`src/hw/armAddrPkg.sv`:
```
package armAddrPkg;

  // ============================
  // Basic widths
  // ============================

  // Architectural register number R0 to R15
  typedef logic [3:0]  archReg_t;
  // One-hot physical register select, all zero means no register
  typedef logic [31:0] physRegSel_t;
  // Bit position inside a physical select
  typedef logic [4:0]  physIdx_t;
  // Instruction word and fetch address
  typedef logic [31:0] instr_t;
  typedef logic [31:0] addr_t;
  // Low byte of the status register, mode in bits 4:0
  typedef logic [7:0]  statusByte_t;
  // Exception requests, bit 0 has highest priority
  // reset, dabt, fiq, irq, pabt, swi, und
  typedef logic [6:0]  vectorReq_t;

  // Status register mode field
  typedef enum logic [4:0] {
    USER = 5'b10000,
    FIQ  = 5'b10001,
    IRQ  = 5'b10010,
    SVC  = 5'b10011,
    ABT  = 5'b10111,
    UND  = 5'b11011,
    SYS  = 5'b11111
  } cpuMode_t;

  // ============================
  // Bundles
  // ============================

  // Decode-stage operand field controls
  typedef struct packed {
    logic       multSelect;
    logic [1:0] regSrc;
    logic       shiftByReg;
  } opSelCtrl_t;

  // Hazard unit address matches
  typedef struct packed {
    logic match1EM;
    logic match1EW;
    logic match2EM;
    logic match2EW;
    logic match1DE;
    logic match2DE;
  } matchFlags_t;

  // ============================
  // Bank map
  // ============================

  // First bit of each bank in a physical select
  localparam physIdx_t USR_HI_BASE = 5'd8;
  localparam physIdx_t FIQ_HI_BASE = 5'd13;
  localparam physIdx_t USR_SP_BASE = 5'd18;
  localparam physIdx_t FIQ_SP_BASE = 5'd20;
  localparam physIdx_t IRQ_SP_BASE = 5'd22;
  localparam physIdx_t SVC_SP_BASE = 5'd24;
  localparam physIdx_t ABT_SP_BASE = 5'd26;
  localparam physIdx_t UND_SP_BASE = 5'd28;
  // Program counter, same in every mode
  localparam physIdx_t PC_BIT      = 5'd30;

endpackage

```
`src/hw/operandSelect.sv`:
```
`timescale 1ns/100ps

module operandSelect import armAddrPkg::*; (
  input  instr_t     instr,
  input  opSelCtrl_t ctrl,
  output archReg_t   ra1,
  output archReg_t   ra2,
  output archReg_t   destReg
);

  // Rn field or forced PC
  archReg_t ra1Rn;

  assign ra1Rn = ctrl.regSrc[0] ? 4'd15 : instr[19:16];

  // First read port
  // multiply Rm wins over register-specified shift
  always_comb begin
    if (ctrl.multSelect) begin
      ra1 = instr[3:0];
    end else if (ctrl.shiftByReg) begin
      // Rs holds the shift amount
      ra1 = instr[11:8];
    end else begin
      ra1 = ra1Rn;
    end
  end

  // Second read port
  always_comb begin
    if (ctrl.multSelect) begin
      // Rs of the multiply
      ra2 = instr[11:8];
    end else if (ctrl.regSrc[1]) begin
      // Rd as source, stores
      ra2 = instr[15:12];
    end else begin
      ra2 = instr[3:0];
    end
  end

  // Destination, multiplies keep Rd in 19:16
  assign destReg = ctrl.multSelect ? instr[19:16] : instr[15:12];

endmodule

```
`src/hw/bankedRegDecode.sv`:
```
`timescale 1ns/100ps

module bankedRegDecode import armAddrPkg::*; (
  input  archReg_t    regNum,
  input  cpuMode_t    mode,
  output physRegSel_t sel
);

  // Base of the banked R13/R14 pair for this mode
  physIdx_t spBase;
  // Base of the R8-R12 bank
  physIdx_t hiBase;
  // Selected physical bit
  physIdx_t bitIdx;

  // ============================
  // Bank choice per mode
  // ============================

  always_comb begin
    case (mode)
      FIQ:     spBase = FIQ_SP_BASE;
      IRQ:     spBase = IRQ_SP_BASE;
      SVC:     spBase = SVC_SP_BASE;
      ABT:     spBase = ABT_SP_BASE;
      UND:     spBase = UND_SP_BASE;
      // User, system and any bad encoding
      default: spBase = USR_SP_BASE;
    endcase
  end

  // Only FIQ has its own R8-R12
  assign hiBase = (mode == FIQ) ? FIQ_HI_BASE : USR_HI_BASE;

  // ============================
  // Register to bit position
  // ============================

  always_comb begin
    if (regNum == 4'd15) begin
      // PC is never banked
      bitIdx = PC_BIT;
    end else if (regNum < 4'd8) begin
      // Low registers shared by all modes
      bitIdx = {1'b0, regNum};
    end else if (regNum < 4'd13) begin
      // R8..R12 give offsets 0..4
      bitIdx = hiBase + {2'b00, regNum[2:0]};
    end else begin
      // R13 -> +0, R14 -> +1
      bitIdx = spBase + {4'b0000, regNum[1]};
    end
  end

  // One-hot output
  always_comb begin
    sel = '0;
    sel[bitIdx] = 1'b1;
  end

endmodule

```
`src/hw/exceptionVector.sv`:
```
`timescale 1ns/100ps

module exceptionVector import armAddrPkg::*; #(
  parameter addr_t VECTOR_BASE = 32'h0000_0000
) (
  input  vectorReq_t req,
  output addr_t      pcNext,
  output logic       vectorSelect
);

  // Vector table offsets
  localparam addr_t OFF_RESET = 32'h0000_0000;
  localparam addr_t OFF_UND   = 32'h0000_0004;
  localparam addr_t OFF_SWI   = 32'h0000_0008;
  localparam addr_t OFF_PABT  = 32'h0000_000C;
  localparam addr_t OFF_DABT  = 32'h0000_0010;
  localparam addr_t OFF_IRQ   = 32'h0000_0018;
  localparam addr_t OFF_FIQ   = 32'h0000_001C;

  addr_t offset;

  // Lowest set bit wins
  always_comb begin
    if (req[0])      offset = OFF_RESET;
    else if (req[1]) offset = OFF_DABT;
    else if (req[2]) offset = OFF_FIQ;
    else if (req[3]) offset = OFF_IRQ;
    else if (req[4]) offset = OFF_PABT;
    else if (req[5]) offset = OFF_SWI;
    else if (req[6]) offset = OFF_UND;
    // no request, plain base
    else             offset = '0;
  end

  // Base is 64K aligned so no carry into the upper half
  assign pcNext       = VECTOR_BASE | offset;
  assign vectorSelect = |req;

endmodule

```
`src/hw/addressPath.sv`:
```
`timescale 1ns/100ps

module addressPath import armAddrPkg::*; #(
  parameter addr_t VECTOR_BASE = 32'h0000_0000
) (
  input  logic        clk,
  input  logic        reset,
  // Instruction words
  input  instr_t      instrD,
  input  instr_t      instrE,
  // Controller strobes
  input  opSelCtrl_t  opCtrlD,
  input  logic        writeMultLoE,
  input  logic        swiE,
  input  statusByte_t statusW,
  input  vectorReq_t  vectorReqW,
  // Hazard unit levels
  input  logic        stallE,
  input  logic        stallM,
  input  logic        stallW,
  input  logic        flushW,
  // Register file selects
  output physRegSel_t ra1D,
  output physRegSel_t ra2D,
  output physRegSel_t wa3W,
  // Fetch redirect
  output addr_t       vectorPcNextF,
  output logic        vectorSelectW,
  // To hazard unit
  output matchFlags_t match
);

  // Architectural fields in decode
  archReg_t    ra1ArchD;
  archReg_t    ra2ArchD;
  archReg_t    destArchD;
  // Mode as seen by the decoders
  cpuMode_t    modeW;
  cpuMode_t    modeD;
  // Physical selects along the pipe
  physRegSel_t wa3D;
  physRegSel_t wa3RegE;
  physRegSel_t wa3E;
  physRegSel_t rdLoE;
  physRegSel_t ra1E;
  physRegSel_t ra2E;
  physRegSel_t wa3M;

  // ==============================
  // Decode
  // ==============================

  operandSelect opSel (
    .instr   (instrD),
    .ctrl    (opCtrlD),
    .ra1     (ra1ArchD),
    .ra2     (ra2ArchD),
    .destReg (destArchD)
  );

  // Mode field of the committed status
  assign modeW = cpuMode_t'(statusW[4:0]);
  // SWI in execute switches banks to supervisor early
  assign modeD = swiE ? SVC : modeW;

  bankedRegDecode ra1Dec (.regNum(ra1ArchD),  .mode(modeD), .sel(ra1D));
  bankedRegDecode ra2Dec (.regNum(ra2ArchD),  .mode(modeD), .sel(ra2D));
  bankedRegDecode wa3Dec (.regNum(destArchD), .mode(modeD), .sel(wa3D));

  // ==============================
  // Execute
  // ==============================

  always_ff @(posedge clk) begin
    if (reset) begin
      wa3RegE <= '0;
      ra1E    <= '0;
      ra2E    <= '0;
    end else if (!stallE) begin
      wa3RegE <= wa3D;
      ra1E    <= ra1D;
      ra2E    <= ra2D;
    end
  end

  // RdLo of a long multiply, field 15:12
  bankedRegDecode rdLoDec (.regNum(instrE[15:12]), .mode(modeW), .sel(rdLoE));

  // Second write cycle of a long multiply
  assign wa3E = writeMultLoE ? rdLoE : wa3RegE;

  // ==============================
  // Memory
  // ==============================

  always_ff @(posedge clk) begin
    if (reset) begin
      wa3M <= '0;
    end else if (!stallM) begin
      wa3M <= wa3E;
    end
  end

  // ==============================
  // Writeback
  // ==============================

  // Flush beats stall
  always_ff @(posedge clk) begin
    if (reset || flushW) begin
      wa3W <= '0;
    end else if (!stallW) begin
      wa3W <= wa3M;
    end
  end

  // Hazard matches as one-hot overlap
  // empty select never matches
  assign match.match1EM = |(ra1E & wa3M);
  assign match.match1EW = |(ra1E & wa3W);
  assign match.match2EM = |(ra2E & wa3M);
  assign match.match2EW = |(ra2E & wa3W);
  // Decode reads against execute write, load-use stall
  assign match.match1DE = |(ra1D & wa3E);
  assign match.match2DE = |(ra2D & wa3E);

  // Exception entry, feeds the fetch mux
  exceptionVector #(
    .VECTOR_BASE (VECTOR_BASE)
  ) excVec (
    .req          (vectorReqW),
    .pcNext       (vectorPcNextF),
    .vectorSelect (vectorSelectW)
  );

endmodule

```
`config.mk`:
```
export PLATFORM = sky130hd
export DESIGN_NAME = addressPath
export DESIGN_NICKNAME = d
export VERILOG_FILES = /design/src/hw/armAddrPkg.sv /design/src/hw/operandSelect.sv /design/src/hw/bankedRegDecode.sv /design/src/hw/exceptionVector.sv /design/src/hw/addressPath.sv
export SDC_FILE = /design/constraint.sdc
export NUM_CORES = 1
export LEC_CHECK = 0
export ABC_AREA = 1
export BUFFER_PORTS_ARGS = -buffer_cell sky130_fd_sc_hd__buf_2
export CORE_MARGIN = 3
export CORE_UTILIZATION = 45
export DETAILED_ROUTE_END_ITERATION = 10
export PLACE_DENSITY_LB_ADDON = 0.3
export SYNTH_ARGS = -nofsm -noshare
export SYNTH_HDL_FRONTEND = slang
export SYNTH_HIERARCHICAL = 1
export SYNTH_SLANG_ARGS = --single-unit
```
`constraint.sdc`:
```
create_clock -name clk -period 2.9 [get_ports clk]
set_input_delay 0.435 -clock clk [delete_from_list [all_inputs] [get_ports clk]]
set_output_delay 0.435 -clock clk [all_outputs]
set_load 0.02 [all_outputs]
```
Word level (Yosys, flattened, before mapping)

Index checks and enable logic that the tools add are counted.

Register bits after elaboration: 160
Input bits: 91
Output and inout port bits: 135
Word-level logic and storage cells: 100

$add $sub $neg: 8
Order comparisons: 16
Eq/ne operators: 14
Muxes and demuxes: 39
Bitwise operators: 6
Reduce and logical (&&, ||, !) cells: 12

Operators with widths:

| cell                                                                          | count |
|---|---|
| 32-bit two-way mux                                                            | 7 |
| 32-bit AND                                                                    | 6 |
| 32-bit OR reduction                                                           | 6 |
| 5-bit two-way mux                                                             | 13 |
| 5-bit == test (second input constant)                                         | 10 |
| 4-bit one-hot mux with 5 select lines                                         | 2 |
| 4-bit less-than comparator (second input constant)                            | 8 |
| 5-bit by 6-bit less-than comparator with 1-bit output (second input constant) | 4 |
| 4-bit two-way mux                                                             | 6 |
| 5-bit by 1-bit adder with 5-bit output                                        | 4 |
| 1-bit demux with 5-bit select                                                 | 4 |
| 5-bit by 1-bit >= comparator with 1-bit output (second input constant)        | 4 |
| 4-bit == test (second input constant)                                         | 4 |
| 5-bit by 3-bit adder with 5-bit output                                        | 3 |
| 3-bit two-way mux                                                             | 3 |
| 7-bit OR reduction                                                            | 1 |
| 4-bit by 3-bit adder with 5-bit output                                        | 1 |
| 1-bit logical AND                                                             | 4 |
| 1-bit two-way mux                                                             | 4 |
| 1-bit logical OR                                                              | 1 |

Longest topological paths before layout

Word-level depth: 13
Gate-level depth with buffers: 22
Depth with buffers taken out: 22

Cells and area by module

Netlist, hierarchy kept.

Modules (own cells, without submodules):

| module                        | instances | cells an instance | area an instance (µm²) | seq. area each (µm²) |
|---|---|---|---|---|
| addressPath                   | 1         | 1149              | 7528.5                 | 3203.1 |
| bankedRegDecode at ra1Dec ... | 3         | 114               | 580.6                  | 0.0 |
| bankedRegDecode at wa3Dec     | 1         | 111               | 533.0                  | 0.0 |
| exceptionVector               | 1         | 48                | 296.5                  | 0.0 |
| operandSelect                 | 1         | 64                | 279.0                  | 0.0 |

Worst setup path after synthesis

OpenSTA, ideal clock, no wires.

Kind: input to output
From: input port statusW[2]
To: output port match[0] (netlist name)
Arrival: 3.080 ns
Data required time: 2.465 ns
Setup slack: -0.615 ns
Stages on the path: 20
Buffers on the path: 0
Cell sequence: inv_1 > nor2_1 > nor2_1 > nand3_1 > inv_1 > ha_1 > fa_1 > nand2_1 > nand2_1 > nand2_1 > nand2_2 > nor2_2 > nand3_1 > nor2_1 > nand3_1 > nand2_1 > nor2_1 > nand2_1 > nor2_1 > nand2_1

RTL lines:

| what               | line              | source |
|---|---|---|
| start: declaration | addressPath.sv:15 | `input statusByte_t statusW,` |
| end: declaration   | addressPath.sv:30 | `output matchFlags_t match` |

==> reports/qor.csv <==
metric;value;unit
Crit path top cell by count;buf_4;
Initial Util;46.7;%
I/O Buffers;149;
worst setup margin;-600;ps
TNS Setup;-13390;ps
global-route wire length before repair;59600;um
Worst Path Buf+Inv;9;
worst-case vdd ir drop;303;uV
CP top delay family;simple AND/OR/NAND/NOR gates;
Req. time, crit path;2470;ps
register area share after synthesis;30.9;%
WL final;39400;um
min-delay src;stallE;
NetSw;2.51;mW
DIE HEIGHT;158;um
vias post-DR;12343;
Top Ports;226;
most frequent cell after synthesis;nand2_1;
Worst Reg2Reg Path Length in Cells;6;
status;finished with violations;
vias per cell;5.27;
Worst path max stage delay;270;ps
max-cap violation count;0;
placed insts;2264;
TritonRoute pass-1 iters;5;
die width;158;um
grt ovf;0;
CP max-delay cell;or2_4;
Unique masters post-synth;32;
Post-synth EDFFs;0;
dpl hpwl;30000;um
CTS Buf Count;17;
final net count;2153;
RSZ-0062 raised after global routing;yes;
FF-to-FF End;wa3M[1];
number of setup violations in the final report;66;
non-filler instance count after layout;2343;
final hold vios;0;
Lkg Pwr;7.33;nW
CTS tree;built;
initial antenna violation count;1;
Arr. time, crit path;3070;ps
ratio of cells with drive above 1 in the final layout;29.9;%
most used flip-flop cell after synthesis;dfxtp_1;
clock buffer depth;2;
routability congestion estimate;0.993;
Area contributors post-synth;dfxtp_1 31%, nand2_1 14%, nor2_1 10%, inv_1 8.4%, o21ai_0 8.1%;
site row count;54;
DRC Markers;0;
Synth Register Bits;160;
Root Driver;clkbuf_16;
Clk pwr share;33.4;%
fin crit share;121;%
Worst R2R Start;wa3RegE[1];
via count of the first global-routing pass;11267;
Yosys top cell by area;dfxtp_1;
ys async rst share;0;%
Peak Freq;286;MHz
Cell Chain, Critical Path;buf_6, or2_4, nor2_4, nand3_2, buf_4, buf_4, buf_4, buf_4, buf_4, buf_4, nand3_2, nand2_2, nand2_4, inv_4, nand3_4, nor2_4, nand3_1, nand2_2, nor2_1, nand2_1, nor2_2, nand2_2, buf_6;
clock latency on the worst-skew pair;430;ps
CP Class;in -> out;
combinational share of power;31.4;%
fin. max-slew vios;0;
antenna cells;0;
Worst setup SP type;primary input;
htree depth;4;
area grow syn2layout;43.6;%
reg2reg setup slack;1800;ps
most instantiated cells after synthesis;395 x nand2_1, 290 x nor2_1, 233 x inv_1;
clock sink count;160;
warnings from Yosys;6;
Flop pwr share;35.2;%
Hold Path Depth;2;
Max transition margin;35.2;%
core area;22200;um2
Total Routing Usage GR;30.5;%
mapped cell area;10400;um2
die area;24900;um2
drt wl/cell;16.8;um
min cycle time layout;3500;ps
Int Power;4.24;mW
PwrDens;453;nW/um2
Synth Area per Inst;6.06;um2
slew at the pin closest to its max-slew limit;971;ps
Reg clk slew, reported paths;70;ps
failing checks;setup timing;
Post-Synthesis Cells;1714;
CP Max Fanout;8;
Synth top area share;30.9;%
Iter 0 DRT Violations;890;
Switching Share;37.2;%
Max Clock Skew;9.59;ps
Hold Path Class;in -> reg;
largest net degree at the start of global routing;78;
crit end category;output pin;
Post-DRT Antenna Nets;0;
Worst Hold End;wa3RegE[25];
-- repair_timing --
item	4_1_cts	5_1_grt
buffers inserted	39	20
gates resized for setup	213	109
pin swaps	59	60
hold buffers	0	0
endpoints found under the setup margin	66	67
-- per-layer routing --
layer	vias to the layer above	wire, um	GRT usage, %
met3	116	2580	4.02
met4	2	1760	13.4
met1	5650	16600	40.2
li1	6059	-	-
met5	-	13	0
met2	516	18400	50.2
-- power by group through the flow --
stage / clock network, mW / registers [mW] / logic [mW]
after floorplan: 0 / 2.42 / 1.06
after global placement: 0 / 2.42 / 1.68
after detailed placement: 0 / 2.43 / 1.70
after CTS: 2.27 / 2.37 / 1.95
after global routing: 2.36 / 2.39 / 2.27
final: 2.25 / 2.38 / 2.12
-- how the worst max path moves through the flow --
| stage | start | to | depth (start not counted) |
|---|---|---|---|
| after CTS | statusW[0] | match[0] | 23 |
| after detailed placement | swiE | match[1] | 21 |
| after floorplan | swiE | match[0] | 20 |
| final | statusW[1] | match[1] | 23 |
| after global routing | swiE | match[1] | 25 |
| after global placement | swiE | match[1] | 21 |
-- cells by family after synthesis --
| family | synth area share (%) |
|---|---|
| AO/OA/AOI/OAI | 17.5 |
| adder cells (fa/ha/maj) | 1.74 |
| buffers and inverters | 13.7 |
| flip-flops | 30.9 |
| other | 0.0361 |
| AND/OR/NAND/NOR | 36.1 |
-- layout make-up --
cell class,count,area (um2)
sequential,160,3200
timing repair buffer,377,3140
clock buffer,17,425
multi-input combinational,1250,6690
clock inverter,15,169
tap,280,350
inverter,244,926
fill,1925,7320
-- worst reg2reg max path, cell delays in order, from the launching register on --
cell,delay (ps)
dfxtp_1,320
nand2_1,120
nand2_2,110
buf_4,150
buf_4,120
o21ai_0,140
inv_1,50
-- cells in the final DEF, fill, tap and decap left out, drive strengths merged --
| cell type | n |
|---|---|
| a21oi | 134 |
| a22o | 9 |
| and2 | 13 |
| buf | 377 |
| clkbuf | 17 |
| clkinv | 7 |
| clkinvlp | 2 |
| conb | 29 |
| dfxtp | 160 |
| fa | 4 |
| ha | 8 |
| inv | 250 |
| nand2 | 420 |
| nand3 | 103 |
| nand4 | 19 |
| nor2 | 297 |
| nor3 | 3 |
| o21ai | 171 |
| o22ai | 29 |
| or2 | 11 |
-- registers in the layout, summed over array words and instances, names as in the netlist --
| signal | flops |
|---|---|
| wa3RegE | 32 |
| ra2E | 32 |
| ra1E | 32 |
| wa3W | 32 |
| wa3M | 32 |
-- per-stage QoR --
stage	cell area, um2	hold WS [ps]	utilization [%]	power [mW]	worst slack [ps]
after floorplan	10700	433	-	3.48	-376
after global placement	12700	442	57.1	4.10	-741
after detailed placement	12700	448	57.1	4.13	-791
after CTS	14400	393	64.6	6.59	-528
after global routing	14900	416	67.1	7.02	-761
final	14900	404	67.1	6.75	-600
Power figures use the tool's default switching activity.
